## src/include/cache_config.svh

```systemverilog
`ifndef CACHE_CONFIG_SVH
`define CACHE_CONFIG_SVH

// cpu address split: tag | index | offset
`define CACHE_TAG_W     20
`define CACHE_INDEX_W   8
`define CACHE_OFFSET_W  4

// line geometry
`define CACHE_WORDS     4    // 32-bit words per line

// set/way organization
`define CACHE_WAYS      2
`define CACHE_SETS      256  // must equal 2**CACHE_INDEX_W

`endif

```

## src/source/cache_pkg.sv

```systemverilog
`include "cache_config.svh"

package cache_pkg;

    typedef logic [`CACHE_TAG_W-1:0]              tag_t;
    typedef logic [`CACHE_INDEX_W-1:0]            index_t;
    typedef logic [`CACHE_OFFSET_W-1:0]           offset_t;
    typedef logic [$clog2(`CACHE_WORDS)-1:0]      word_sel_t;
    typedef logic [31:0]                          word_t;
    typedef logic [3:0]                           strb_t;
    typedef logic [`CACHE_WORDS*32-1:0]           line_t;  // word 0 in bits 31:0
    typedef logic [31:0]                          addr_t;
    typedef logic                                 way_t;

    typedef enum logic [2:0]
    {
        IDLE,
        LOOKUP,
        MISS,
        REPLACE,
        REFILL
    } ctrl_state_t;

endpackage

```

## src/source/cache_response.sv

```systemverilog
module cache_response (
    input  logic                 clk,
    input  logic                 resetn,
    input  logic                 lookup_state,
    input  logic                 hit,
    input  cache_pkg::way_t      hit_way,
    input  logic                 req_op,
    input  cache_pkg::word_sel_t req_word,
    input  cache_pkg::strb_t     req_wstrb,
    input  cache_pkg::word_t     req_wdata,
    input  cache_pkg::line_t     way0_line,
    input  cache_pkg::line_t     way1_line,
    output logic                 data_ok,
    output cache_pkg::word_t     rdata,
    output logic                 store_we,
    output cache_pkg::way_t      store_way,
    output cache_pkg::line_t     store_line
);

    localparam int WORD_W = $bits(cache_pkg::word_t);

    cache_pkg::line_t hit_line;
    cache_pkg::word_t hit_word;
    cache_pkg::word_t byte_mask;
    logic             hit_done;

    assign hit_done  = lookup_state && hit;
    assign hit_line  = hit_way ? way1_line : way0_line;
    assign hit_word  = hit_line[req_word*WORD_W +: WORD_W];
    assign byte_mask = {{8{req_wstrb[3]}}, {8{req_wstrb[2]}},
                        {8{req_wstrb[1]}}, {8{req_wstrb[0]}}};

    always_comb
    begin
        store_line = hit_line;
        store_line[req_word*WORD_W +: WORD_W] = (req_wdata & byte_mask) |
                                                (hit_word & ~byte_mask);
    end

    assign store_we  = hit_done && req_op;
    assign store_way = hit_way;

    always_ff @(posedge clk or negedge resetn)
    begin
        if (!resetn)
        begin
            data_ok <= 1'b0;
        end
        else
        begin
            data_ok <= hit_done;  // single-cycle pulse
        end
    end

    always_ff @(posedge clk)
    begin
        if (hit_done)
        begin
            rdata <= hit_word;
        end
    end

endmodule

```

## config.mk

```make
export PLATFORM = sky130hd
export DESIGN_NAME = cache_response
export DESIGN_NICKNAME = d
export VERILOG_FILES = /design/src/source/cache_pkg.sv /design/src/source/cache_response.sv
export VERILOG_INCLUDE_DIRS = /design/src /design/src/include
export SDC_FILE = /design/constraint.sdc
export NUM_CORES = 1
export LEC_CHECK = 0
export BUFFER_PORTS_ARGS = -buffer_cell sky130_fd_sc_hd__clkbuf_2
export CAP_MARGIN = 20
export CORE_AREA = 4 4 179 181
export CTS_CLUSTER_DIAMETER = 60
export CTS_CLUSTER_SIZE = 20
export DETAILED_ROUTE_END_ITERATION = 6
export DIE_AREA = 0 0 183 185
export HOLD_SLACK_MARGIN = 0.03
export PLACE_DENSITY_LB_ADDON = 0.08
export SYNTH_ARGS = -nofsm -noshare
export SYNTH_HDL_FRONTEND = slang
export SYNTH_SLANG_ARGS = --single-unit
```

## constraint.sdc

```tcl
create_clock -name clk -period 2.5 [get_ports clk]
set_input_delay 0.125 -clock clk [delete_from_list [all_inputs] [get_ports clk]]
set_output_delay 0.125 -clock clk [all_outputs]
set_load 0.01 [all_outputs]
```

==> results.md <==
* Status: finished, final reports clean
* Wire length on met1 at 13200 µm
* DRC errors left at 0
* YS warnings at 0
* Overflow after GRT at 0
* Core ar. at 30400 µm²
* Register area at 986 µm²
* Max-slew headroom at 49.8%
* Area of the multi-input gates at 4450 µm²
* Syn nets at 952
* Post-Synth Adder-Cell Area at 0.834%
* Row Count at 64
* Clk pin slew, worst setup/hold paths at 0.06 ns
* Register bit total from synthesis at 33
* Die H at 185 µm
* Simple-gate share of the synthesized area at 10.5%
* Max-cap violations at 0
* Filler cells at 3373
* Slew @ Worst Pin at 0.754 ns
* Die span in x at 183 µm
* Critical path startpoint category: input port
* Routed Antenna Nets at 0
* Final hold vios at 0
* Crit path from: req_word[0]
* WS Path Type: in -> out
* First-pass DRT Iterations at 5
* GRT Resource Usage Total at 18.8%
* Number of buffers created by CTS at 5
* Number of antenna violations at the first check in global routing at 1
* Synth Area in Compound Gates at 28.7%
* Synthesized-area fraction occupied by xor and xnor cells at 0%
* Fin crit period at 2.30 ns
* DR top layer: met5
* Area growth from synthesis to layout at 48.2%
* DR vias at 7270
* HPWL Detailed at 26900 µm
* Lkg Pwr at 4.41 nW
* Vias per cell at 4.91
* Gate Count Post-Synth at 648
* CTS tree: done
* Syn_area_per_cell at 9.27 µm²
* Sequential share of the synthesized area at 16.4%
* CTS max path bufs at 2
* Worst hold path class: in -> async
* Initial Util at 19.7%
* NumNets Final at 1387
* Tcrit/Tclk final at 92.2%
* Unrepaired setup endpoints after global routing: no
* Met2 Routed Length at 17300 µm
* Post-DR wirelength/cell at 23.0 µm
* H-tree depth at 2
* Mapped cell area at 6000 µm²
* Number of global-route vias before repair at 7696
* Die ar. at 33900 µm²
* Starting DRT DRC Count at 355
* Layout cells sized above 1 at 57.7%
* Commonest cells after routing, fill and taps aside: 461 x clkbuf_2, 128 x mux2i_1, 96 x o22a_1, 96 x o21ai_1, 41 x or2_2
* Crit end category: primary output
* Fmax at 434 MHz
* Buffers added on ports at 462
* Post-synth cell types at 29
* Met3 Routed Length at 2800 µm
* IO Pins at 463
* Final setup violation count at 0
* Largest net degree at the start of global routing at 34
* Peak VDD IR at 0.000184 V
* WP data arrival at 2.18 ns
* Final RePlAce weighted congestion at 0.814
* Design Power at 3.21 mW
* Crit Path Max Fanout at 33
* Data required, critical path at 2.38 ns
* Drt total wl at 34100 µm
* Largest family of logic cells by synthesized area: multiplexers
* CTS sink cnt at 33
* Commonest non-fill, non-tap cell in the layout: clkbuf_2
* Final Max Tran Viols at 0
* Mux cell area share after synthesis at 33.3%
* CTS root buf: clkbuf_16
* First-pass GRT wire length at 48200 µm
* Setup Fix Bufs, Post-CTS at 0
* Power per cell area at 361 nW/µm²
* Setup_tns at 0 ns
* Antenna diodes at 0
==> sequential cells by signal, summed over array words and instances, names as in the netlist <==
register / flops
rdata: 32
data_ok: 1
==> per-layer routing <==
layer / up-vias / GRT usage, %
met5: - / 0
met4: 2 / 5.60
met3: 46 / 4.77
li1: 3381 / -
met2: 399 / 33.9
met1: 3442 / 21.9
==> Yosys cell counts, drive strengths merged <==
| master | n | share of area, % |
|---|---|---|
| and2 | 1 | 0.10 |
| and3 | 1 | 0.10 |
| buf | 34 | 5.5 |
| clkbuf | 41 | 2.6 |
| clkinv | 1 | 0.062 |
| dfrtp | 1 | 0.42 |
| edfxtp | 32 | 16 |
| ha | 4 | 0.83 |
| inv | 33 | 2.1 |
| mux2i | 128 | 21 |
| mux4 | 32 | 12 |
| nand2 | 32 | 2.0 |
| nand2b | 4 | 0.42 |
| nand3 | 32 | 2.7 |
| nand4b | 1 | 0.15 |
| nand4bb | 1 | 0.19 |
| nor4bb | 1 | 0.17 |
| o211ai | 32 | 6.7 |
| o21ai | 96 | 8.0 |
| o22a | 96 | 14 |
| or2 | 44 | 4.6 |
| or3b | 1 | 0.15 |
==> per-stage QoR <==
step,util [%],std cells,setup WS [ns],hold WS [ns],cell area [µm²]
after global routing,29.3,1480,0.0216,0.151,8900
after CTS,29.2,1480,0.0312,0.139,8900
final,29.3,1480,0.196,0.158,8900
after floorplan,-,648,0.322,-0.171,6000
after detailed placement,28.6,1471,0.0312,-0.0992,8710
after global placement,28.6,1471,0.0541,-0.100,8710
==> where the power goes <==
group,total (mW),internal [mW],switching [mW]
Clock,0.782,0.500,0.282
Sequential,0.683,0.671,0.0119
Combinational,1.75,0.793,0.953
==> cell families (layout without fill, tap and decap cells) <==
family / count (synthesis) / after routing
compound gates: 224 / 224
flops: 33 / 33
simple gates: 118 / 118
mux: 160 / 160
fa+ha+maj: 4 / 4
buf+inv: 109 / 545
==> cell type report <==
type                       instances  area share [%]
multi-input combinational        506            50.0
timing repair buffer             503            30.0
sequential                        33            11.1
tap                              396            5.57
clock buffer                       7            1.60
inverter                          34            1.43
clock inverter                     1           0.337
==> worst max-delay path, cell delays in order <==
cell	delay [ns]
clkbuf_2	0.15
inv_2	0.11
buf_12	0.30
ha_2	0.27
nand4bb_4	0.24
or2_0	0.54
o21ai_1	0.27
clkbuf_2	0.16
==> worst max path at each step <==
stage	end
4_1_cts	store_line[3]
3_3_place_gp	store_line[3]
2_1_floorplan	store_line[0]
3_5_place_dp	store_line[3]
6_report	store_line[74]
5_1_grt	store_line[96]
==> timing repair <==
action / 4_1_cts / 5_1_grt
gates resized for setup: 0 / 2
endpoints found under the hold margin: 1 / 0
hold buffers: 1 / 0
setup endpoints to repair: 0 / 2
Power figures use the tool's default switching activity.
