File: src/include/cache_config.svh
`ifndef CACHE_CONFIG_SVH
`define CACHE_CONFIG_SVH

// cpu address split: tag | index | offset
`define CACHE_TAG_W     20
`define CACHE_INDEX_W   8
`define CACHE_OFFSET_W  4

// line geometry
`define CACHE_WORDS     4    // 32-bit words per line

// set/way organization
`define CACHE_WAYS      2
`define CACHE_SETS      256  // must equal 2**CACHE_INDEX_W

`endif

File: src/source/cache_pkg.sv
`include "cache_config.svh"

package cache_pkg;

    typedef logic [`CACHE_TAG_W-1:0]              tag_t;
    typedef logic [`CACHE_INDEX_W-1:0]            index_t;
    typedef logic [`CACHE_OFFSET_W-1:0]           offset_t;
    typedef logic [$clog2(`CACHE_WORDS)-1:0]      word_sel_t;
    typedef logic [31:0]                          word_t;
    typedef logic [3:0]                           strb_t;
    typedef logic [`CACHE_WORDS*32-1:0]           line_t;  // word 0 in bits 31:0
    typedef logic [31:0]                          addr_t;
    typedef logic                                 way_t;

    typedef enum logic [2:0]
    {
        IDLE,
        LOOKUP,
        MISS,
        REPLACE,
        REFILL
    } ctrl_state_t;

endpackage

File: src/source/cache_miss_control.sv
`include "cache_config.svh"

module cache_miss_control (
    input  logic                 clk,
    input  logic                 resetn,
    input  logic                 valid,
    input  logic                 hit,
    input  cache_pkg::way_t      victim_way,
    input  logic                 victim_dirty,
    input  cache_pkg::tag_t      victim_tag,
    input  cache_pkg::line_t     victim_line,
    input  cache_pkg::tag_t      req_tag,
    input  cache_pkg::index_t    req_index,
    input  logic                 rd_rdy,
    input  logic                 ret_valid,
    input  logic                 ret_last,
    input  cache_pkg::word_t     ret_data,
    input  logic                 wr_rdy,
    output logic                 addr_ok,
    output logic                 lookup_en,
    output logic                 lookup_state,
    output logic                 rd_req,
    output cache_pkg::addr_t     rd_addr,
    output logic                 wr_req,
    output cache_pkg::addr_t     wr_addr,
    output cache_pkg::line_t     wr_data,
    output logic                 refill_we,
    output cache_pkg::way_t      refill_way,
    output cache_pkg::word_sel_t refill_word,
    output cache_pkg::word_t     refill_data
);

    cache_pkg::ctrl_state_t state;
    cache_pkg::ctrl_state_t next_state;
    logic                   miss_start;
    logic                   vic_dirty;
    cache_pkg::way_t        vic_way;
    cache_pkg::tag_t        vic_tag;
    cache_pkg::line_t       vic_line;
    cache_pkg::word_sel_t   beat_cnt;

    assign miss_start = (state == cache_pkg::LOOKUP) && !hit;

    always_comb
    begin
        next_state = state;
        case (state)
            cache_pkg::IDLE:    if (valid) next_state = cache_pkg::LOOKUP;
            cache_pkg::LOOKUP:  next_state = hit ? cache_pkg::IDLE : cache_pkg::MISS;
            cache_pkg::MISS:    if (!vic_dirty || wr_rdy) next_state = cache_pkg::REPLACE;
            cache_pkg::REPLACE: if (rd_rdy) next_state = cache_pkg::REFILL;
            cache_pkg::REFILL:  if (ret_valid && ret_last) next_state = cache_pkg::LOOKUP;
            default:            next_state = cache_pkg::IDLE;
        endcase
    end

    always_ff @(posedge clk or negedge resetn)
    begin
        if (!resetn)
        begin
            state     <= cache_pkg::IDLE;
            vic_dirty <= 1'b0;
            beat_cnt  <= '0;
        end
        else
        begin
            state <= next_state;
            if (miss_start)
            begin
                vic_dirty <= victim_dirty;
            end
            if (state == cache_pkg::REPLACE)
            begin
                beat_cnt <= '0;
            end
            else if (refill_we)
            begin
                beat_cnt <= beat_cnt + 1'b1;  // beats arrive in word order
            end
        end
    end

    // victim held steady for the whole write-back and refill
    always_ff @(posedge clk)
    begin
        if (miss_start)
        begin
            vic_way  <= victim_way;
            vic_tag  <= victim_tag;
            vic_line <= victim_line;
        end
    end

    assign addr_ok      = (state == cache_pkg::IDLE);
    assign lookup_en    = addr_ok && valid;
    assign lookup_state = (state == cache_pkg::LOOKUP);

    assign wr_req  = (state == cache_pkg::MISS) && vic_dirty;
    assign wr_addr = {vic_tag, req_index, {`CACHE_OFFSET_W{1'b0}}};
    assign wr_data = vic_line;

    assign rd_req  = (state == cache_pkg::REPLACE);
    assign rd_addr = {req_tag, req_index, {`CACHE_OFFSET_W{1'b0}}};  // line address

    assign refill_we   = (state == cache_pkg::REFILL) && ret_valid;
    assign refill_way  = vic_way;
    assign refill_word = beat_cnt;
    assign refill_data = ret_data;

endmodule

File: config.mk
export PLATFORM = sky130hd
export DESIGN_NAME = cache_miss_control
export DESIGN_NICKNAME = d
export VERILOG_FILES = /design/src/source/cache_pkg.sv /design/src/source/cache_miss_control.sv
export VERILOG_INCLUDE_DIRS = /design/src /design/src/include
export SDC_FILE = /design/constraint.sdc
export NUM_CORES = 1
export LEC_CHECK = 0
export BUFFER_PORTS_ARGS = -buffer_cell sky130_fd_sc_hd__buf_2
export CAP_MARGIN = 20
export CORE_AREA = 5 5 172 174
export DETAILED_ROUTE_END_ITERATION = 8
export DIE_AREA = 0 0 177 179
export PLACE_DENSITY = 0.5
export SLEW_MARGIN = 20
export SYNTH_ARGS = -nofsm -noshare
export SYNTH_HDL_FRONTEND = slang
export SYNTH_SLANG_ARGS = --single-unit
File: constraint.sdc
create_clock -name clk -period 6.15 [get_ports clk]
set_input_delay 0.9225 -clock clk [delete_from_list [all_inputs] [get_ports clk]]
set_output_delay 0.9225 -clock clk [all_outputs]
set_load 0.05 [all_outputs]
==> impl_metrics.py <==
metrics = {
    "synthesis": {
        "syn_area_um2": 5400,
        "synth_seq_cells": 155,
        "yosysTopAreaCellShare_pct": 82.9,
        "avgSynthCellArea_um2": 20.8,
        "yosys_warnings": 0,
        "synth_area_leaders": "edfxtp_1, buf_4, dfrtp_1, nand2_1, nor2_1",
        "yosysTopAreaCell": "edfxtp_1",
        "ys_seq_area_share_pct": 85.6,
        "yosysUniqueCellTypes": 22,
        "syn_inst": 260,
    },
    "place": {
        "portBuffers": 314,
        "preCtsSetupSlack_ns": 3.67,
        "place.gp.congestion": 0.702,
        "dp_hpwl_um": 11900,
    },
    "sta": {
        "slew_violations": 0,
        "fin_crit_sh_pct": 40.6,
        "setup_slack_ns": 3.66,
        "skew_ns": 0.0133,
        "finalSetupTns_ns": 0,
        "final_hold_viol_count": 0,
        "rsz0062_at_grt": "false",
        "slew_headroom_pct": 31.5,
        "setup_viol": 0,
        "max_slew.worst_pin.slew_ns": 1.03,
        "max_freq_mhz": 401,
        "fin_crit_ns": 2.49,
    },
    "detailed_routing": {
        "postRouteAntennaNets": 0,
        "via_per_inst": 3.40,
        "routed_wl_um": 15500,
        "drc": 0,
        "num_vias": 3110,
        "drtIter0Drc": 82,
        "wl_per_cell_um": 16.9,
        "firstDrtPassIters": 4,
    },
    "clock_network": {
        "cts_tree": "yes",
        "root_buffer": "clkbuf_16",
        "ctsResizeCount": 0,
        "cts_htree_levels": 4,
        "cts_sinks": 155,
        "clkTransAtPathRegs_ns": 0.07,
        "postCtsSetupBuffers": 0,
        "cts_buffers": 17,
        "hold_buffers": 0,
        "worstSkewPairLatency_ns": 0.41,
        "clockBufferDepth": 2,
    },
    "die": {
        "die_width_um": 177,
        "die_area_um2": 31700,
        "fp.coreArea_um2": 27600,
        "die_height_um": 179,
        "std_cell_rows": 61,
        "pin_count": 451,
        "start_util_pct": 19.5,
    },
    "final_layout": {
        "drive_above_1_share_pct": 65.5,
        "mostFrequentLayoutCell": "buf_2",
        "areaGrowthSynthToFinish_pct": 38.2,
        "nFillCells": 2845,
        "final_nets": 741,
        "final_cell_mix": "buf_2, edfxtp_1, clkbuf_16, conb_1, dfrtp_1",
    },
    "critical_path": {
        "ff2ff_path_depth": 3,
        "critPathLaunchType": "register",
        "cp_max_fo": 7,
        "worstPathArrival_ns": 1.57,
        "required_ns": 5.23,
        "end_kind": "output pin",
        "crit_type": "register to output pin",
    },
    "run": {
        "maxCapViolCount": 0,
    },
    "global_route": {
        "first_global_vias": 3172,
        "grt_pass1_wl_um": 20700,
        "grt-ovfl-total": 0,
        "grt_start_max_net_pins": 151,
        "grt_usage_pct": 9.08,
        "antenna_found_initial": 1,
    },
    "power": {
        "peakVddDrop_v": 0.000456,
        "p_leak_uw": 0.00306,
        "fin_total_pwr_uw": 3480,
        "p_per_area_nw_per_um2": 466,
    },
    "hold_path": {
        "hold_path_class": "input pin to asynchronous set/reset pin",
    },
    "run_status": {
        "outcome": "complete, no violations",
    },
}
-- layout make-up --
type	instances	area [um2]	area share, %
Antenna cell	1	2.50	0.0335
Clock buffer	18	429	5.75
Inverter	1	3.75	0.0503
Tap cell	378	473	6.34
Sequential cell	155	4620	62.0
Clock inverter	14	128	1.71
Multi-Input combinational cell	33	209	2.80
Timing Repair Buffer	315	1590	21.3
-- cell families (layout without fill, tap and decap cells) --
logic type,after synthesis,count (layout),share of synthesized area [%]
AO/OA/AOI/OAI,4,4,0.649
XOR/XNOR,1,1,0.162
buffers and inverters,79,348,11.0
flip-flops,155,155,85.6
multiplexers,2,2,0.394
other,1,9,0.0694
AND/OR/NAND/NOR,18,18,2.11
-- worst max-delay path: stages, from the launching register on --
cell and delay, ns:
dfrtp_1 0.47, nor3_1 0.25, and2_1 0.17, buf_2 0.26
-- layer usage --
layer / GRT usage [%] / part of all wire, % / vias to the layer above
met3: 4.34 / 12 / 43
met4: 4.03 / 2.7 / 0
met1: 9.32 / 35 / 1470
met5: 0 / 0 / -
met2: 15.8 / 50 / 192
li1: - / - / 1405
-- power breakdown --
group / internal [uW] / switching (uW)
logic: 184 / 836
registers: 1400 / 58.9
clock network: 534 / 471
-- path summary, 6_finish.rpt --
path	startpoint	to	slack [ns]
hold / removal	resetn	state[0]	0.32
setup / recovery	state[0]	lookup_en	3.66
hold reg to reg	refill_word[1]	refill_word[1]	0.49
setup reg to reg	state[1]	vic_tag[4]	4.14
max in group asynchronous	resetn	refill_word[1]	5.68
min in group clk	refill_word[1]	refill_word[1]	0.49
-- sequential cells by signal, indices dropped and copies added, names as in the netlist --
signal	count
vic_tag	20
refill_word	2
refill_way	1
state	3
vic_dirty	1
wr_data	128
-- metrics by stage --
step	util [%]	cells	hold WS (ns)	cell area [um2]
after global placement	25.0	882	0.473	6900
after detailed placement	25.0	882	0.480	6900
final	27.0	915	0.316	7460
after global routing	27.0	915	0.297	7460
after floorplan	-	267	0.496	5430
after CTS	27.0	914	0.297	7460
-- synthesized netlist by cell type --
cell type  count
mux2_2         1
o211ai_1       1
nand2_1        5
nand2b_4       1
a2bb2oi_1      1
buf_4         77
and2_1         1
buf_6          1
mux2i_1        1
xnor2_1        1
edfxtp_1     149
and3_2         1
nand3b_1       2
inv_1          1
dfrtp_1        6
conb_1         1
nor2_1         5
nor3_4         1
o221ai_1       1
a32o_1         1
and4bb_2       1
nor3_1         1
Power figures use the tool's default switching activity.
