$ cat src/include/cache_config.svh
`ifndef CACHE_CONFIG_SVH
`define CACHE_CONFIG_SVH

// cpu address split: tag | index | offset
`define CACHE_TAG_W     20
`define CACHE_INDEX_W   8
`define CACHE_OFFSET_W  4

// line geometry
`define CACHE_WORDS     4    // 32-bit words per line

// set/way organization
`define CACHE_WAYS      2
`define CACHE_SETS      256  // must equal 2**CACHE_INDEX_W

`endif

$ cat src/source/cache_pkg.sv
`include "cache_config.svh"

package cache_pkg;

    typedef logic [`CACHE_TAG_W-1:0]              tag_t;
    typedef logic [`CACHE_INDEX_W-1:0]            index_t;
    typedef logic [`CACHE_OFFSET_W-1:0]           offset_t;
    typedef logic [$clog2(`CACHE_WORDS)-1:0]      word_sel_t;
    typedef logic [31:0]                          word_t;
    typedef logic [3:0]                           strb_t;
    typedef logic [`CACHE_WORDS*32-1:0]           line_t;  // word 0 in bits 31:0
    typedef logic [31:0]                          addr_t;
    typedef logic                                 way_t;

    typedef enum logic [2:0]
    {
        IDLE,
        LOOKUP,
        MISS,
        REPLACE,
        REFILL
    } ctrl_state_t;

endpackage

$ cat src/source/cache_lookup.sv
module cache_lookup (
    input  logic                 clk,
    input  logic                 resetn,
    input  logic                 lookup_en,
    input  logic                 op,
    input  cache_pkg::tag_t      tag,
    input  cache_pkg::index_t    index,
    input  cache_pkg::offset_t   offset,
    input  cache_pkg::strb_t     wstrb,
    input  cache_pkg::word_t     wdata,
    input  cache_pkg::tag_t      way0_tag,
    input  cache_pkg::tag_t      way1_tag,
    input  logic                 way0_valid,
    input  logic                 way1_valid,
    input  logic                 way0_dirty,
    input  logic                 way1_dirty,
    input  cache_pkg::line_t     way0_line,
    input  cache_pkg::line_t     way1_line,
    input  cache_pkg::way_t      victim_ptr,
    output logic                 req_op,
    output cache_pkg::tag_t      req_tag,
    output cache_pkg::index_t    req_index,
    output cache_pkg::word_sel_t req_word,
    output cache_pkg::strb_t     req_wstrb,
    output cache_pkg::word_t     req_wdata,
    output logic                 hit,
    output cache_pkg::way_t      hit_way,
    output cache_pkg::way_t      victim_way,
    output logic                 victim_dirty,
    output cache_pkg::tag_t      victim_tag,
    output cache_pkg::line_t     victim_line
);

    logic way0_hit;
    logic way1_hit;

    // address part of the request buffer, kept defined so store reads are clean
    always_ff @(posedge clk or negedge resetn)
    begin
        if (!resetn)
        begin
            req_op    <= 1'b0;
            req_tag   <= '0;
            req_index <= '0;
            req_word  <= '0;
        end
        else if (lookup_en)
        begin
            req_op    <= op;
            req_tag   <= tag;
            req_index <= index;
            req_word  <= offset[3:2];  // byte offset to word number
        end
    end

    always_ff @(posedge clk)
    begin
        if (lookup_en)
        begin
            req_wstrb <= wstrb;
            req_wdata <= wdata;
        end
    end

    assign way0_hit = way0_valid && (way0_tag == req_tag);
    assign way1_hit = way1_valid && (way1_tag == req_tag);
    assign hit      = way0_hit || way1_hit;
    assign hit_way  = way1_hit;

    // invalid ways are filled first, then the per-set pointer decides
    assign victim_way   = !way0_valid ? 1'b0 :
                          !way1_valid ? 1'b1 : victim_ptr;
    assign victim_dirty = victim_way ? way1_dirty : way0_dirty;
    assign victim_tag   = victim_way ? way1_tag   : way0_tag;
    assign victim_line  = victim_way ? way1_line  : way0_line;

endmodule

$ cat config.mk
export PLATFORM = sky130hd
export DESIGN_NAME = cache_lookup
export DESIGN_NICKNAME = d
export VERILOG_FILES = /design/src/source/cache_pkg.sv /design/src/source/cache_lookup.sv
export VERILOG_INCLUDE_DIRS = /design/src /design/src/include
export SDC_FILE = /design/constraint.sdc
export NUM_CORES = 1
export LEC_CHECK = 0
export BUFFER_PORTS_ARGS = -buffer_cell sky130_fd_sc_hd__buf_2
export CAP_MARGIN = 10
export CORE_AREA = 2 2 232 234
export CTS_BUF_LIST = sky130_fd_sc_hd__clkbuf_8
export CTS_CLUSTER_DIAMETER = 40
export CTS_CLUSTER_SIZE = 30
export DETAILED_ROUTE_END_ITERATION = 8
export DIE_AREA = 0 0 234 236
export GPL_TIMING_DRIVEN = 1
export PLACE_DENSITY_LB_ADDON = 0.1
export SYNTH_ARGS = -nofsm -noshare
export SYNTH_HDL_FRONTEND = slang
export SYNTH_SLANG_ARGS = --single-unit
export TNS_END_PERCENT = 1
$ cat constraint.sdc
create_clock -name clk -period 5.84 [get_ports clk]
set_clock_uncertainty 0.2 [all_clocks]
set_input_delay 1.46 -clock clk [delete_from_list [all_inputs] [get_ports clk]]
set_output_delay 1.46 -clock clk [all_outputs]
set_load 0.1 [all_outputs]
==> results of run 1 <==
power by group through the flow:
stage          Sequential (mW)  Clock, mW  Combinational, mW
3_5_place_dp             0.590          0               1.49
4_1_cts                  0.581      0.406               1.49
6_report                 0.578      0.370               1.47
5_1_grt                  0.585      0.419               1.53
2_1_floorplan            0.884          0              0.831
3_3_place_gp             0.589          0               1.49
state kept, by name, indices dropped and copies added (netlist names):
name	cells
req_index	8
req_op	1
req_tag	20
req_wdata	32
req_word	2
req_wstrb	4
logic make-up (layout without fill, tap and decap cells):
| family | count (synthesis) | after routing | synth area share, % |
|---|---|---|---|
| AO/OA/AOI/OAI | 2 | 2 | 0.334 |
| XOR/XNOR | 40 | 40 | 7.78 |
| buffers and inverters | 21 | 613 | 3.72 |
| flip-flops | 67 | 67 | 41.2 |
| multiplexers | 180 | 180 | 45.0 |
| other | 0 | 13 | 0 |
| AND/OR/NAND/NOR | 15 | 15 | 1.92 |
layer usage:
layer / up-vias / part of all wire, %
li1: 2401 / -
met1: 2443 / 35
met2: 360 / 51
met3: 48 / 12
met4: 14 / 1.4
met5: - / 0.23
how the worst min path moves through the flow:
stage | from | to | slack (ns)
2_1_floorplan | resetn | req_index[0] | 0.96
3_3_place_gp | req_word[1] | req_word[1] | 0.29
3_5_place_dp | req_index[2] | req_index[2] | 0.30
4_1_cts | req_index[2] | req_index[2] | 0.32
5_1_grt | req_index[2] | req_index[2] | 0.32
6_report | req_index[2] | req_index[2] | 0.31
through the flow:
| stage | instance area (um^2) | hold WS, ns | std cells |
|---|---|---|---|
| 2_1_floorplan | 4500 | 0.964 | 325 |
| 3_3_place_gp | 8240 | 0.286 | 1597 |
| 3_5_place_dp | 8240 | 0.299 | 1597 |
| 4_1_cts | 8410 | 0.320 | 1613 |
| 5_1_grt | 8410 | 0.324 | 1615 |
| 6_report | 8440 | 0.309 | 1626 |
synthesized netlist by cell type (all sizes together):
cell / n
mux2: 180
xor2: 38
edfxtp: 36
dfrtp: 31
buf: 19
nor4: 8
inv: 2
nand3: 2
nand4: 2
nor3: 2
xnor2: 2
nor2: 1
o21ai: 1
o22ai: 1
area by class of cell:
cell class | count | share of cell area, %
well taps | 696 | 10.3
clock buffers | 9 | 1.47
diodes | 13 | 0.385
clock inverters | 7 | 0.504
inverters | 2 | 0.0889
multi-input cells | 237 | 29.5
flip-flops and latches | 67 | 22.0
repair buffers | 595 | 35.8
==> metrics.txt, run 1 <==
# TYPE chip_impl_metric gauge
chip_impl_info{name="run_status",value="complete, no violations"} 1
chip_impl_info{name="clock_tree.root_cell",value="sky130_fd_sc_hd__clkbuf_8"} 1
chip_impl_metric{name="synth-seq-cells",unit=""} 67
chip_impl_metric{name="max-slew-margin-rel",unit="%"} 35.7
chip_impl_metric{name="post-dp-hpwl",unit="um"} 32700
chip_impl_metric{name="route.detailed.vias_per_inst",unit=""} 3.24
chip_impl_metric{name="htree_levels",unit=""} 3
chip_impl_metric{name="finalCriticalPeriod",unit="ns"} 4.87
chip_impl_info{name="synth_top_cells_by_area",value="sky130_fd_sc_hd__mux2_1 (25%), sky130_fd_sc_hd__edfxtp_1 (24%), sky130_fd_sc_hd__mux2_2 (20%), sky130_fd_sc_hd__dfrtp_1 (17%), sky130_fd_sc_hd__xor2_1 (7.4%)"} 1
chip_impl_metric{name="pre_cts_slack",unit="ns"} 0.898
chip_impl_metric{name="finalMaxSlewViolations",unit=""} 0
chip_impl_metric{name="gr-usage-met2",unit="%"} 23.0
chip_impl_metric{name="drt_iter0_markers",unit=""} 148
chip_impl_metric{name="postCtsSetupRepairBufs",unit=""} 0
chip_impl_info{name="slowest_stage",value="sky130_fd_sc_hd__o21ai_4"} 1
chip_impl_metric{name="fin_nets",unit=""} 1285
chip_impl_metric{name="cts_sinks",unit=""} 67
chip_impl_metric{name="routed_wirelength",unit="um"} 36300
chip_impl_metric{name="timing.max_cap.violations",unit=""} 0
chip_impl_metric{name="grt_antenna_before_repair",unit=""} 25
chip_impl_metric{name="worst_ir_drop_vdd",unit="uV"} 138
chip_impl_metric{name="finalPower",unit="mW"} 2.42
chip_impl_metric{name="max_stage_delay_on_crit_path",unit="ns"} 0.47
chip_impl_info{name="worst-setup-path-type",value="primary input to primary output"} 1
chip_impl_info{name="cp_cell_sequence",value="buf_2 -> inv_2 -> o21ai_4 -> buf_4 -> mux2_2 -> buf_2"} 1
chip_impl_info{name="start_kind",value="primary input"} 1
chip_impl_metric{name="clk_pin_slew",unit="ns"} 0.08
chip_impl_metric{name="timing.setup.tns",unit="ns"} 0
chip_impl_metric{name="grt_util_met1",unit="%"} 12.5
chip_impl_metric{name="timing.final.ws_setup",unit="ns"} 0.968
chip_impl_metric{name="placement.io_buffers",unit=""} 589
chip_impl_metric{name="grt_pass1_vias",unit=""} 5578
chip_impl_metric{name="worstSkewPairLatency",unit="ns"} 0.38
chip_impl_info{name="cp-startpoint",value="way1_valid"} 1
chip_impl_info{name="tritoncts",value="done"} 1
chip_impl_metric{name="timing.critical_path.buf_inv",unit=""} 4
chip_impl_metric{name="gp_congestion",unit=""} 0.881
chip_impl_metric{name="core.rowCount",unit=""} 85
chip_impl_metric{name="post_synth_num_cell_types",unit=""} 18
chip_impl_metric{name="die_h",unit="um"} 236
chip_impl_metric{name="post-route-util",unit="%"} 15.9
chip_impl_info{name="most_common_cell_after_layout_fill_and_taps_aside",value="sky130_fd_sc_hd__buf_2"} 1
chip_impl_metric{name="gate_count_post_synth",unit=""} 325
chip_impl_metric{name="p_leak",unit="nW"} 4.07
chip_impl_metric{name="average_wire_length_per_cell_after_detail_routing",unit="um"} 22.3
chip_impl_metric{name="grt_max_degree",unit=""} 57
chip_impl_metric{name="power.density_cell_area",unit="nW/um^2"} 287
chip_impl_info{name="yosysTopAreaCell",value="sky130_fd_sc_hd__mux2_1"} 1
chip_impl_metric{name="grt_use_met3",unit="%"} 6.17
chip_impl_metric{name="nFillCells",unit=""} 6065
chip_impl_metric{name="holdBufCountCts",unit=""} 0
chip_impl_metric{name="syn-mean-instance-area",unit="um^2"} 13.9
chip_impl_metric{name="track_usage",unit="%"} 12.5
chip_impl_metric{name="multiInputGateArea",unit="um^2"} 2490
chip_impl_metric{name="crit_cells",unit=""} 6
chip_impl_metric{name="critPathMaxFanout",unit=""} 18
chip_impl_metric{name="synth_sequential_area_ratio",unit="%"} 41.2
chip_impl_info{name="path_delay_family",value="buffers and inverters"} 1
chip_impl_metric{name="period_share",unit="%"} 83.4
chip_impl_info{name="cp-endpoint",value="victim_tag[5]"} 1
chip_impl_metric{name="io-pin-count",unit=""} 592
chip_impl_metric{name="clockBufferDepth",unit=""} 2
chip_impl_metric{name="pwr-share-comb",unit="%"} 60.9
chip_impl_metric{name="switchingPower",unit="mW"} 1.45
chip_impl_metric{name="placeableCoreArea",unit="um^2"} 53100
chip_impl_metric{name="fraction_of_post_synthesis_cell_area_in_the_top_cell_type_by_area",unit="%"} 24.8
chip_impl_metric{name="arrival",unit="ns"} 3.21
chip_impl_metric{name="worst_hold_path.num_cells",unit=""} 1
chip_impl_metric{name="max_freq",unit="MHz"} 205
chip_impl_info{name="path_common_cell",value="sky130_fd_sc_hd__buf_2"} 1
chip_impl_metric{name="post-route-drc-count",unit=""} 0
chip_impl_metric{name="dieArea",unit="um^2"} 55200
chip_impl_metric{name="internal-power",unit="mW"} 0.974
chip_impl_metric{name="share_seq_of_total_power",unit="%"} 23.9
chip_impl_metric{name="post_route_cells_drive_above_1_share",unit="%"} 75.5
chip_impl_metric{name="drtAntennaViolNets",unit=""} 0
chip_impl_metric{name="layout.area.seq",unit="um^2"} 1860
chip_impl_metric{name="max_slew.worst_pin.slew",unit="ns"} 0.965
chip_impl_metric{name="effective_utilization_at_floorplan",unit="%"} 8.49
chip_impl_info{name="worst_r2r_src",value="req_tag[4]"} 1
chip_impl_info{name="end_kind",value="primary output"} 1
chip_impl_metric{name="cts_resized",unit=""} 0
chip_impl_info{name="grt_setup_unrepaired",value="no"} 1
chip_impl_metric{name="worst-r2r-cell-count",unit=""} 1
chip_impl_metric{name="swShare",unit="%"} 59.8
chip_impl_info{name="r2r-end",value="req_tag[4]"} 1
chip_impl_metric{name="ys.warnings.count",unit=""} 0
chip_impl_metric{name="grt-ovfl-total",unit=""} 0
chip_impl_metric{name="wire_length_of_the_first_global_routing_pass",unit="um"} 46700
chip_impl_metric{name="netlist_area_before_placement",unit="um^2"} 4500
chip_impl_metric{name="tritoncts.num_buffers",unit=""} 9
chip_impl_info{name="hold_path_class",value="flop to flop"} 1
chip_impl_metric{name="synthesis.nets",unit=""} 698
chip_impl_metric{name="clockPowerShare",unit="%"} 15.3
chip_impl_metric{name="regToRegSetupSlack",unit="ns"} 4.70
chip_impl_metric{name="die_w",unit="um"} 234
chip_impl_metric{name="final_hold_viol_count",unit=""} 0
chip_impl_info{name="grt.busiest_layer",value="met2"} 1
chip_impl_metric{name="num_vias",unit=""} 5266
chip_impl_metric{name="setup_viols_final",unit=""} 0
chip_impl_metric{name="area_overhead_vs_synth",unit="%"} 87.4
chip_impl_metric{name="dr.pass1.iters",unit=""} 4
chip_impl_metric{name="cp.required",unit="ns"} 4.18
chip_impl_info{name="layout_common_cells",value="sky130_fd_sc_hd__buf_2 (588), sky130_fd_sc_hd__mux2_1 (99), sky130_fd_sc_hd__mux2_2 (81)"} 1
Note: power is estimated with default switching activity, not from simulation.
==> run 2, diff against run 1 <==
- ABC_AREA: unset -> 1
- CORE_AREA: 2 2 232 234 -> 2 2 227 229
- DIE_AREA: 0 0 234 236 -> 0 0 229 231
- clock period: 5.84 -> 4.1 ns (I/O delays scaled with it)
==> metrics.txt, run 2 <==
# TYPE chip_impl_metric gauge
chip_impl_metric{name="post-route-drc-count",unit=""} 0
chip_impl_info{name="r2r-end",value="req_tag[3]"} 1
chip_impl_info{name="grt_setup_unrepaired",value="no"} 1
chip_impl_info{name="start_kind",value="primary input"} 1
chip_impl_metric{name="clockPowerShare",unit="%"} 14.5
chip_impl_metric{name="post_route_cells_drive_above_1_share",unit="%"} 46.1
chip_impl_metric{name="period_share",unit="%"} 91.0
chip_impl_metric{name="grt_antenna_before_repair",unit=""} 27
chip_impl_metric{name="timing.max_cap.violations",unit=""} 0
chip_impl_metric{name="htree_levels",unit=""} 3
chip_impl_metric{name="timing.final.ws_setup",unit="ns"} 0.368
chip_impl_metric{name="effective_utilization_at_floorplan",unit="%"} 9.61
chip_impl_metric{name="max-slew-margin-rel",unit="%"} 43.5
chip_impl_metric{name="gate_count_post_synth",unit=""} 789
chip_impl_metric{name="core.rowCount",unit=""} 83
chip_impl_info{name="layout_common_cells",value="sky130_fd_sc_hd__nand2_1 (541), sky130_fd_sc_hd__buf_2 (438), sky130_fd_sc_hd__buf_12 (157)"} 1
chip_impl_metric{name="synth_adder_area_share",unit="%"} 0
chip_impl_info{name="run_status",value="complete, no violations"} 1
chip_impl_metric{name="tritoncts.num_buffers",unit=""} 9
chip_impl_info{name="worst_case_hold_path_end_point",value="req_word[1]"} 1
chip_impl_metric{name="placement.io_buffers",unit=""} 589
chip_impl_info{name="yosysTopAreaCell",value="sky130_fd_sc_hd__nand2_1"} 1
chip_impl_metric{name="holdBufCountCts",unit=""} 0
chip_impl_metric{name="fraction_of_post_synthesis_cell_area_in_the_top_cell_type_by_area",unit="%"} 41.7
chip_impl_metric{name="cts_resized",unit=""} 0
chip_impl_metric{name="io-pin-count",unit=""} 592
chip_impl_info{name="tritoncts",value="done"} 1
chip_impl_metric{name="timing.critical_path.buf_inv",unit=""} 5
chip_impl_metric{name="worst_hold_path.num_cells",unit=""} 1
chip_impl_info{name="clock_tree.root_cell",value="sky130_fd_sc_hd__clkbuf_8"} 1
chip_impl_metric{name="clk_pin_slew",unit="ns"} 0.08
chip_impl_metric{name="pwr-share-comb",unit="%"} 65.8
chip_impl_metric{name="arrival",unit="ns"} 2.51
chip_impl_metric{name="synth.mux.area_fraction",unit="%"} 2.54
chip_impl_metric{name="internal-power",unit="mW"} 1.83
chip_impl_info{name="synth_top_flop_cell",value="sky130_fd_sc_hd__edfxtp_1"} 1
chip_impl_metric{name="swShare",unit="%"} 54.9
chip_impl_metric{name="max_slew.worst_pin.slew",unit="ns"} 0.848
chip_impl_metric{name="fin_area",unit="um^2"} 11100
chip_impl_metric{name="area_overhead_vs_synth",unit="%"} 127
chip_impl_info{name="grt.busiest_layer",value="met2"} 1
chip_impl_metric{name="die_w",unit="um"} 229
chip_impl_metric{name="critPathMaxFanout",unit=""} 26
chip_impl_metric{name="synth-seq-cells",unit=""} 67
chip_impl_metric{name="pre_cts_slack",unit="ns"} 0.302
chip_impl_metric{name="die_h",unit="um"} 231
chip_impl_metric{name="placeableCoreArea",unit="um^2"} 50700
chip_impl_metric{name="grt_use_met3",unit="%"} 4.58
chip_impl_info{name="end_kind",value="primary output"} 1
chip_impl_metric{name="worst-r2r-cell-count",unit=""} 2
chip_impl_info{name="worst-setup-path-type",value="primary input to primary output"} 1
chip_impl_info{name="most_frequent_cells_after_synthesis",value="sky130_fd_sc_hd__nand2_1 (541), sky130_fd_sc_hd__inv_1 (57), sky130_fd_sc_hd__o21ai_0 (43)"} 1
chip_impl_metric{name="dr.pass1.iters",unit=""} 4
chip_impl_info{name="register_ranked_first_by_flip_flop_count",value="req_wdata"} 1
chip_impl_metric{name="regToRegSetupSlack",unit="ns"} 3.10
chip_impl_info{name="synth_top_cells_by_area",value="sky130_fd_sc_hd__nand2_1 (42%), sky130_fd_sc_hd__edfxtp_1 (22%), sky130_fd_sc_hd__dfrtp_1 (16%), sky130_fd_sc_hd__o21ai_0 (4.4%), sky130_fd_sc_hd__inv_1 (4.4%)"} 1
chip_impl_metric{name="finalMaxSlewViolations",unit=""} 0
chip_impl_info{name="top_registers",value="req_wdata x32, req_tag x20, req_index x8"} 1
chip_impl_metric{name="ys.warnings.count",unit=""} 0
chip_impl_metric{name="grt_pass1_vias",unit=""} 7004
chip_impl_info{name="most_common_cell_after_layout_fill_and_taps_aside",value="sky130_fd_sc_hd__nand2_1"} 1
chip_impl_metric{name="switchingPower",unit="mW"} 2.23
chip_impl_metric{name="max_freq",unit="MHz"} 268
chip_impl_info{name="cp_cell_sequence",value="buf_2 -> nand2_1 -> nand2_8 -> inv_4 -> buf_12 -> buf_12 -> nand2_1 -> nand2_1 -> buf_12"} 1
chip_impl_metric{name="max_stage_delay_on_crit_path",unit="ns"} 0.19
chip_impl_metric{name="worstSkewPairLatency",unit="ns"} 0.37
chip_impl_metric{name="wire_length_of_the_first_global_routing_pass",unit="um"} 53100
chip_impl_metric{name="drtAntennaViolNets",unit=""} 0
chip_impl_metric{name="routed_wirelength",unit="um"} 38700
chip_impl_metric{name="share_seq_of_total_power",unit="%"} 19.7
chip_impl_metric{name="post_synth_num_cell_types",unit=""} 17
chip_impl_metric{name="cp.required",unit="ns"} 2.87
chip_impl_metric{name="grt-ovfl-total",unit=""} 0
chip_impl_metric{name="post_synthesis_compound_gate_area_fraction",unit="%"} 4.57
chip_impl_metric{name="finalCriticalPeriod",unit="ns"} 3.73
chip_impl_info{name="hold_path_class",value="flop to flop"} 1
chip_impl_info{name="worst_r2r_src",value="req_tag[3]"} 1
chip_impl_metric{name="final_hold_viol_count",unit=""} 0
chip_impl_metric{name="post-dp-hpwl",unit="um"} 34200
chip_impl_metric{name="worst_ir_drop_vdd",unit="uV"} 204
chip_impl_metric{name="postCtsSetupRepairBufs",unit=""} 0
chip_impl_metric{name="drt_iter0_markers",unit=""} 291
chip_impl_metric{name="num_vias",unit=""} 7026
chip_impl_metric{name="fin_nets",unit=""} 1738
chip_impl_metric{name="synth_xor_area_share",unit="%"} 0.539
chip_impl_metric{name="power.density_cell_area",unit="nW/um^2"} 367
chip_impl_metric{name="yosys.area_share.simple",unit="%"} 43.9
chip_impl_metric{name="synth_enable_flop_cells",unit=""} 36
chip_impl_metric{name="dieArea",unit="um^2"} 52900
chip_impl_info{name="path_delay_family",value="buffers and inverters"} 1
chip_impl_metric{name="average_wire_length_per_cell_after_detail_routing",unit="um"} 18.8
chip_impl_metric{name="largest_register_ffs",unit=""} 32
chip_impl_metric{name="layout.area.seq",unit="um^2"} 1860
chip_impl_info{name="yosysMostFrequentCell",value="sky130_fd_sc_hd__nand2_1"} 1
chip_impl_metric{name="route.detailed.vias_per_inst",unit=""} 3.41
chip_impl_metric{name="gr-usage-met2",unit="%"} 26.8
chip_impl_metric{name="post-route-util",unit="%"} 21.8
chip_impl_info{name="slowest_stage",value="sky130_fd_sc_hd__inv_4"} 1
chip_impl_metric{name="synthesis.nets",unit=""} 1162
chip_impl_metric{name="p_leak",unit="nW"} 6.03
chip_impl_info{name="synth_top_family_by_area",value="simple AND/OR/NAND/NOR gates"} 1
chip_impl_metric{name="netlist_area_before_placement",unit="um^2"} 4870
chip_impl_metric{name="dpl_cell_area",unit="um^2"} 10800
chip_impl_metric{name="cts_sinks",unit=""} 67
chip_impl_metric{name="synth_sequential_area_ratio",unit="%"} 38.1
chip_impl_metric{name="gp_congestion",unit=""} 0.921
chip_impl_info{name="hp_start",value="req_word[1]"} 1
chip_impl_metric{name="multiInputGateArea",unit="um^2"} 2530
chip_impl_metric{name="nFillCells",unit=""} 5880
chip_impl_metric{name="track_usage",unit="%"} 14.1
chip_impl_metric{name="syn-mean-instance-area",unit="um^2"} 6.17
chip_impl_metric{name="setup_viols_final",unit=""} 0
chip_impl_metric{name="async_reset_ff_share",unit="%"} 46.3
chip_impl_metric{name="grt_util_met1",unit="%"} 15.1
chip_impl_metric{name="clockBufferDepth",unit=""} 2
chip_impl_metric{name="grt_max_degree",unit=""} 59
## run 2: power groups by stage
stage	clock [mW]	combinational [mW]	sequential, mW
3_5_place_dp	0	2.70	0.815
4_1_cts	0.627	2.71	0.802
5_1_grt	0.651	2.78	0.810
6_report	0.590	2.67	0.800
2_1_floorplan	0	1.25	1.23
3_3_place_gp	0	2.71	0.815
## run 2: cell families (layout without fill, tap and decap cells)
family          Yosys count  in the layout
xor+xnor                  3              3
mux                      11             11
buf+inv                  96            677
other cells               0              9
simple gates            568            568
flops                    67             67
compound gates           44             44
## run 2: area by class of cell
type | instances | area share (%)
repair buffers | 603 | 48.7
multi-input cells | 626 | 22.8
flip-flops and latches | 67 | 16.8
well taps | 680 | 7.69
inverters | 58 | 1.99
clock buffers | 9 | 1.12
clock inverters | 7 | 0.678
diodes | 9 | 0.203
## run 2: through the flow
| stage | setup TNS, ns | power [mW] | hold slack [ns] | std cells |
|---|---|---|---|---|
| final | 0 | 4.06 | 0.307 | 2059 |
| after global routing | 0 | 4.24 | 0.332 | 2052 |
| after CTS | 0 | 4.13 | 0.310 | 2050 |
| after detailed placement | 0 | 3.52 | 0.290 | 2034 |
| after global placement | 0 | 3.52 | 0.287 | 2034 |
| after floorplan | -11.86 | 2.49 | 0.529 | 789 |
## run 2: worst max-delay path by stage
stage | to | depth (start not counted) | slack, ns | from
after floorplan | victim_tag[10] | 6 | -0.64 | victim_ptr
after global placement | victim_line[117] | 9 | 0.33 | way1_valid
after detailed placement | victim_line[117] | 9 | 0.30 | way1_valid
after CTS | victim_line[117] | 9 | 0.30 | way1_valid
after global routing | victim_line[117] | 9 | 0.25 | way1_valid
final | victim_line[117] | 9 | 0.37 | way1_valid
## run 2: metal layers
layer / routed length (um) / vias up
li1: - / 3541
met1: 14500 / 3095
met2: 20500 / 329
met3: 3050 / 53
met4: 649 / 8
met5: 52 / -
==> run 3, diff against run 2 <==
--- a/constraint.sdc
+++ b/constraint.sdc
@@ -3,3 +3,3 @@
 set_input_delay 1.025 -clock clk [delete_from_list [all_inputs] [get_ports clk]]
 set_output_delay 1.025 -clock clk [all_outputs]
-set_load 0.1 [all_outputs]
+set_load 0.005 [all_outputs]
==> metrics.txt, run 3 (synthesized netlist as in run 2, its figures left out) <==
# TYPE chip_impl_metric gauge
chip_impl_info{name="run_status",value="complete, no violations"} 1
chip_impl_metric{name="clockBufferDepth",unit=""} 2
chip_impl_metric{name="die_w",unit="um"} 229
chip_impl_metric{name="timing.final.ws_setup",unit="ns"} 0.603
chip_impl_metric{name="finalMaxSlewViolations",unit=""} 0
chip_impl_metric{name="cts_sinks",unit=""} 67
chip_impl_metric{name="postCtsSetupRepairBufs",unit=""} 0
chip_impl_metric{name="drt_iter0_markers",unit=""} 314
chip_impl_metric{name="placement.io_buffers",unit=""} 589
chip_impl_metric{name="finalPower",unit="mW"} 2.19
chip_impl_metric{name="largest_register_ffs",unit=""} 32
chip_impl_info{name="start_kind",value="primary input"} 1
chip_impl_metric{name="timing.setup.tns",unit="ns"} 0
chip_impl_metric{name="max-slew-margin-rel",unit="%"} 41.6
chip_impl_metric{name="finalCriticalPeriod",unit="ns"} 3.50
chip_impl_metric{name="switchingPower",unit="mW"} 0.779
chip_impl_metric{name="fin_nets",unit=""} 1734
chip_impl_metric{name="core.rowCount",unit=""} 83
chip_impl_metric{name="dieArea",unit="um^2"} 52900
chip_impl_metric{name="area_overhead_vs_synth",unit="%"} 79.6
chip_impl_metric{name="routed_wirelength",unit="um"} 37100
chip_impl_metric{name="p_leak",unit="nW"} 5.24
chip_impl_metric{name="internal-power",unit="mW"} 1.42
chip_impl_info{name="cp-startpoint",value="way1_valid"} 1
chip_impl_metric{name="clockPowerShare",unit="%"} 27.3
chip_impl_metric{name="worst_ir_drop_vdd",unit="uV"} 242
chip_impl_info{name="tritoncts",value="done"} 1
chip_impl_info{name="cp-endpoint",value="victim_line[58]"} 1
chip_impl_metric{name="wire_length_of_the_first_global_routing_pass",unit="um"} 50700
chip_impl_metric{name="placeableCoreArea",unit="um^2"} 50700
chip_impl_metric{name="max_slew.worst_pin.slew",unit="ns"} 0.875
chip_impl_metric{name="holdBufCountCts",unit=""} 0
chip_impl_metric{name="period_share",unit="%"} 85.3
chip_impl_metric{name="dr.pass1.iters",unit=""} 4
chip_impl_metric{name="worstSkewPairLatency",unit="ns"} 0.37
chip_impl_info{name="worst_r2r_src",value="req_tag[3]"} 1
chip_impl_metric{name="effective_utilization_at_floorplan",unit="%"} 9.61
chip_impl_info{name="top_registers",value="req_wdata x32, req_tag x20, req_index x8"} 1
chip_impl_metric{name="pwr-share-comb",unit="%"} 36.1
chip_impl_metric{name="track_usage",unit="%"} 13.3
chip_impl_info{name="clock_tree.root_cell",value="sky130_fd_sc_hd__clkbuf_8"} 1
chip_impl_metric{name="cp.required",unit="ns"} 2.87
chip_impl_metric{name="clk_pin_slew",unit="ns"} 0.08
chip_impl_metric{name="average_wire_length_per_cell_after_detail_routing",unit="um"} 18.1
chip_impl_info{name="end_kind",value="primary output"} 1
chip_impl_metric{name="grt_max_degree",unit=""} 70
chip_impl_metric{name="cts_resized",unit=""} 0
chip_impl_metric{name="max_freq",unit="MHz"} 286
chip_impl_info{name="worst-setup-path-type",value="primary input to primary output"} 1
chip_impl_metric{name="setup_viols_final",unit=""} 0
chip_impl_metric{name="pre_cts_slack",unit="ns"} 0.511
chip_impl_metric{name="post-route-util",unit="%"} 17.3
chip_impl_metric{name="timing.max_cap.violations",unit=""} 0
chip_impl_metric{name="grt-ovfl-total",unit=""} 0
chip_impl_metric{name="grt_antenna_before_repair",unit=""} 29
chip_impl_metric{name="worst-r2r-cell-count",unit=""} 2
chip_impl_metric{name="post_route_cells_drive_above_1_share",unit="%"} 46.0
chip_impl_metric{name="nFillCells",unit=""} 6076
chip_impl_info{name="register_ranked_first_by_flip_flop_count",value="req_wdata"} 1
chip_impl_info{name="grt_setup_unrepaired",value="no"} 1
chip_impl_metric{name="grt_pass1_vias",unit=""} 6921
chip_impl_info{name="most_common_cell_after_layout_fill_and_taps_aside",value="sky130_fd_sc_hd__buf_2"} 1
chip_impl_metric{name="num_vias",unit=""} 7061
chip_impl_metric{name="die_h",unit="um"} 231
chip_impl_metric{name="route.detailed.vias_per_inst",unit=""} 3.44
chip_impl_metric{name="regToRegSetupSlack",unit="ns"} 3.09
chip_impl_metric{name="power.density_cell_area",unit="nW/um^2"} 251
chip_impl_metric{name="post-route-drc-count",unit=""} 0
chip_impl_info{name="layout_common_cells",value="sky130_fd_sc_hd__buf_2 (588), sky130_fd_sc_hd__nand2_1 (541), sky130_fd_sc_hd__inv_1 (57)"} 1
chip_impl_metric{name="share_seq_of_total_power",unit="%"} 36.5
chip_impl_metric{name="gp_congestion",unit=""} 0.889
chip_impl_metric{name="arrival",unit="ns"} 2.27
chip_impl_metric{name="htree_levels",unit=""} 3
chip_impl_metric{name="tritoncts.num_buffers",unit=""} 9
chip_impl_metric{name="critPathMaxFanout",unit=""} 51
chip_impl_metric{name="drtAntennaViolNets",unit=""} 0
chip_impl_metric{name="multiInputGateArea",unit="um^2"} 2530
chip_impl_info{name="hold_path_class",value="flop to flop"} 1
chip_impl_metric{name="post-dp-hpwl",unit="um"} 32300
chip_impl_info{name="r2r-end",value="req_tag[3]"} 1
chip_impl_metric{name="io-pin-count",unit=""} 592
chip_impl_metric{name="swShare",unit="%"} 35.5
chip_impl_metric{name="layout.area.seq",unit="um^2"} 1860
chip_impl_metric{name="final_hold_viol_count",unit=""} 0
==> run 3: final cells by class <==
cell class                      count  area share [%]
Multi-Input combinational cell    626            28.9
Sequential cell                    67            21.2
Antenna cell                        9           0.257
Clock buffer                        9            1.42
Inverter                           58            2.52
Clock inverter                      7           0.844
Tap cell                          680            9.72
Timing Repair Buffer              599            35.1
==> run 3: power by group through the flow <==
stage	combinational [mW]	clock [mW]	sequential, mW
after CTS	0.816	0.635	0.803
after global placement	0.818	0	0.815
after global routing	0.896	0.654	0.811
after detailed placement	0.814	0	0.816
final	0.792	0.600	0.802
after floorplan	0.299	0	0.821
==> run 3: how the worst min path moves through the flow <==
stage | startpoint | to | slack (ns) | cells after the start
after global routing | req_word[1] | req_word[1] | 0.33 | 1
after floorplan | req_word[1] | req_word[1] | 0.31 | 1
final | req_index[6] | req_index[6] | 0.31 | 1
after detailed placement | req_index[6] | req_index[6] | 0.29 | 1
after global placement | req_word[1] | req_word[1] | 0.29 | 1
after CTS | req_word[1] | req_word[1] | 0.31 | 1
==> run 3: through the flow <==
step | std cells | instance area (um^2) | hold WS, ns
finish | 2055 | 8750 | 0.312
global route | 2050 | 8740 | 0.328
CTS | 2046 | 8730 | 0.314
global placement | 2030 | 8530 | 0.288
detailed placement | 2030 | 8530 | 0.290
floorplan | 789 | 4870 | 0.305
==> run 3: per-layer routing <==
layer | vias up | share of wire [%] | routed length (um) | global-route usage (%)
met2 | 359 | 52 | 19300 | 24.9
met5 | - | 0.075 | 28 | 0
li1 | 3534 | - | - | -
met4 | 6 | 2.1 | 772 | 3.08
met3 | 58 | 8.5 | 3140 | 4.27
met1 | 3104 | 37 | 13800 | 14.5
==> run 3: critical path, cell delays in order <==
cell and delay [ns]:
sky130_fd_sc_hd__buf_2 0.12, sky130_fd_sc_hd__nand2_1 0.16, sky130_fd_sc_hd__nand2_8 0.11, sky130_fd_sc_hd__inv_4 0.19, sky130_fd_sc_hd__buf_12 0.26, sky130_fd_sc_hd__nand2_1 0.17
sky130_fd_sc_hd__nand2_1 0.09, sky130_fd_sc_hd__buf_2 0.12
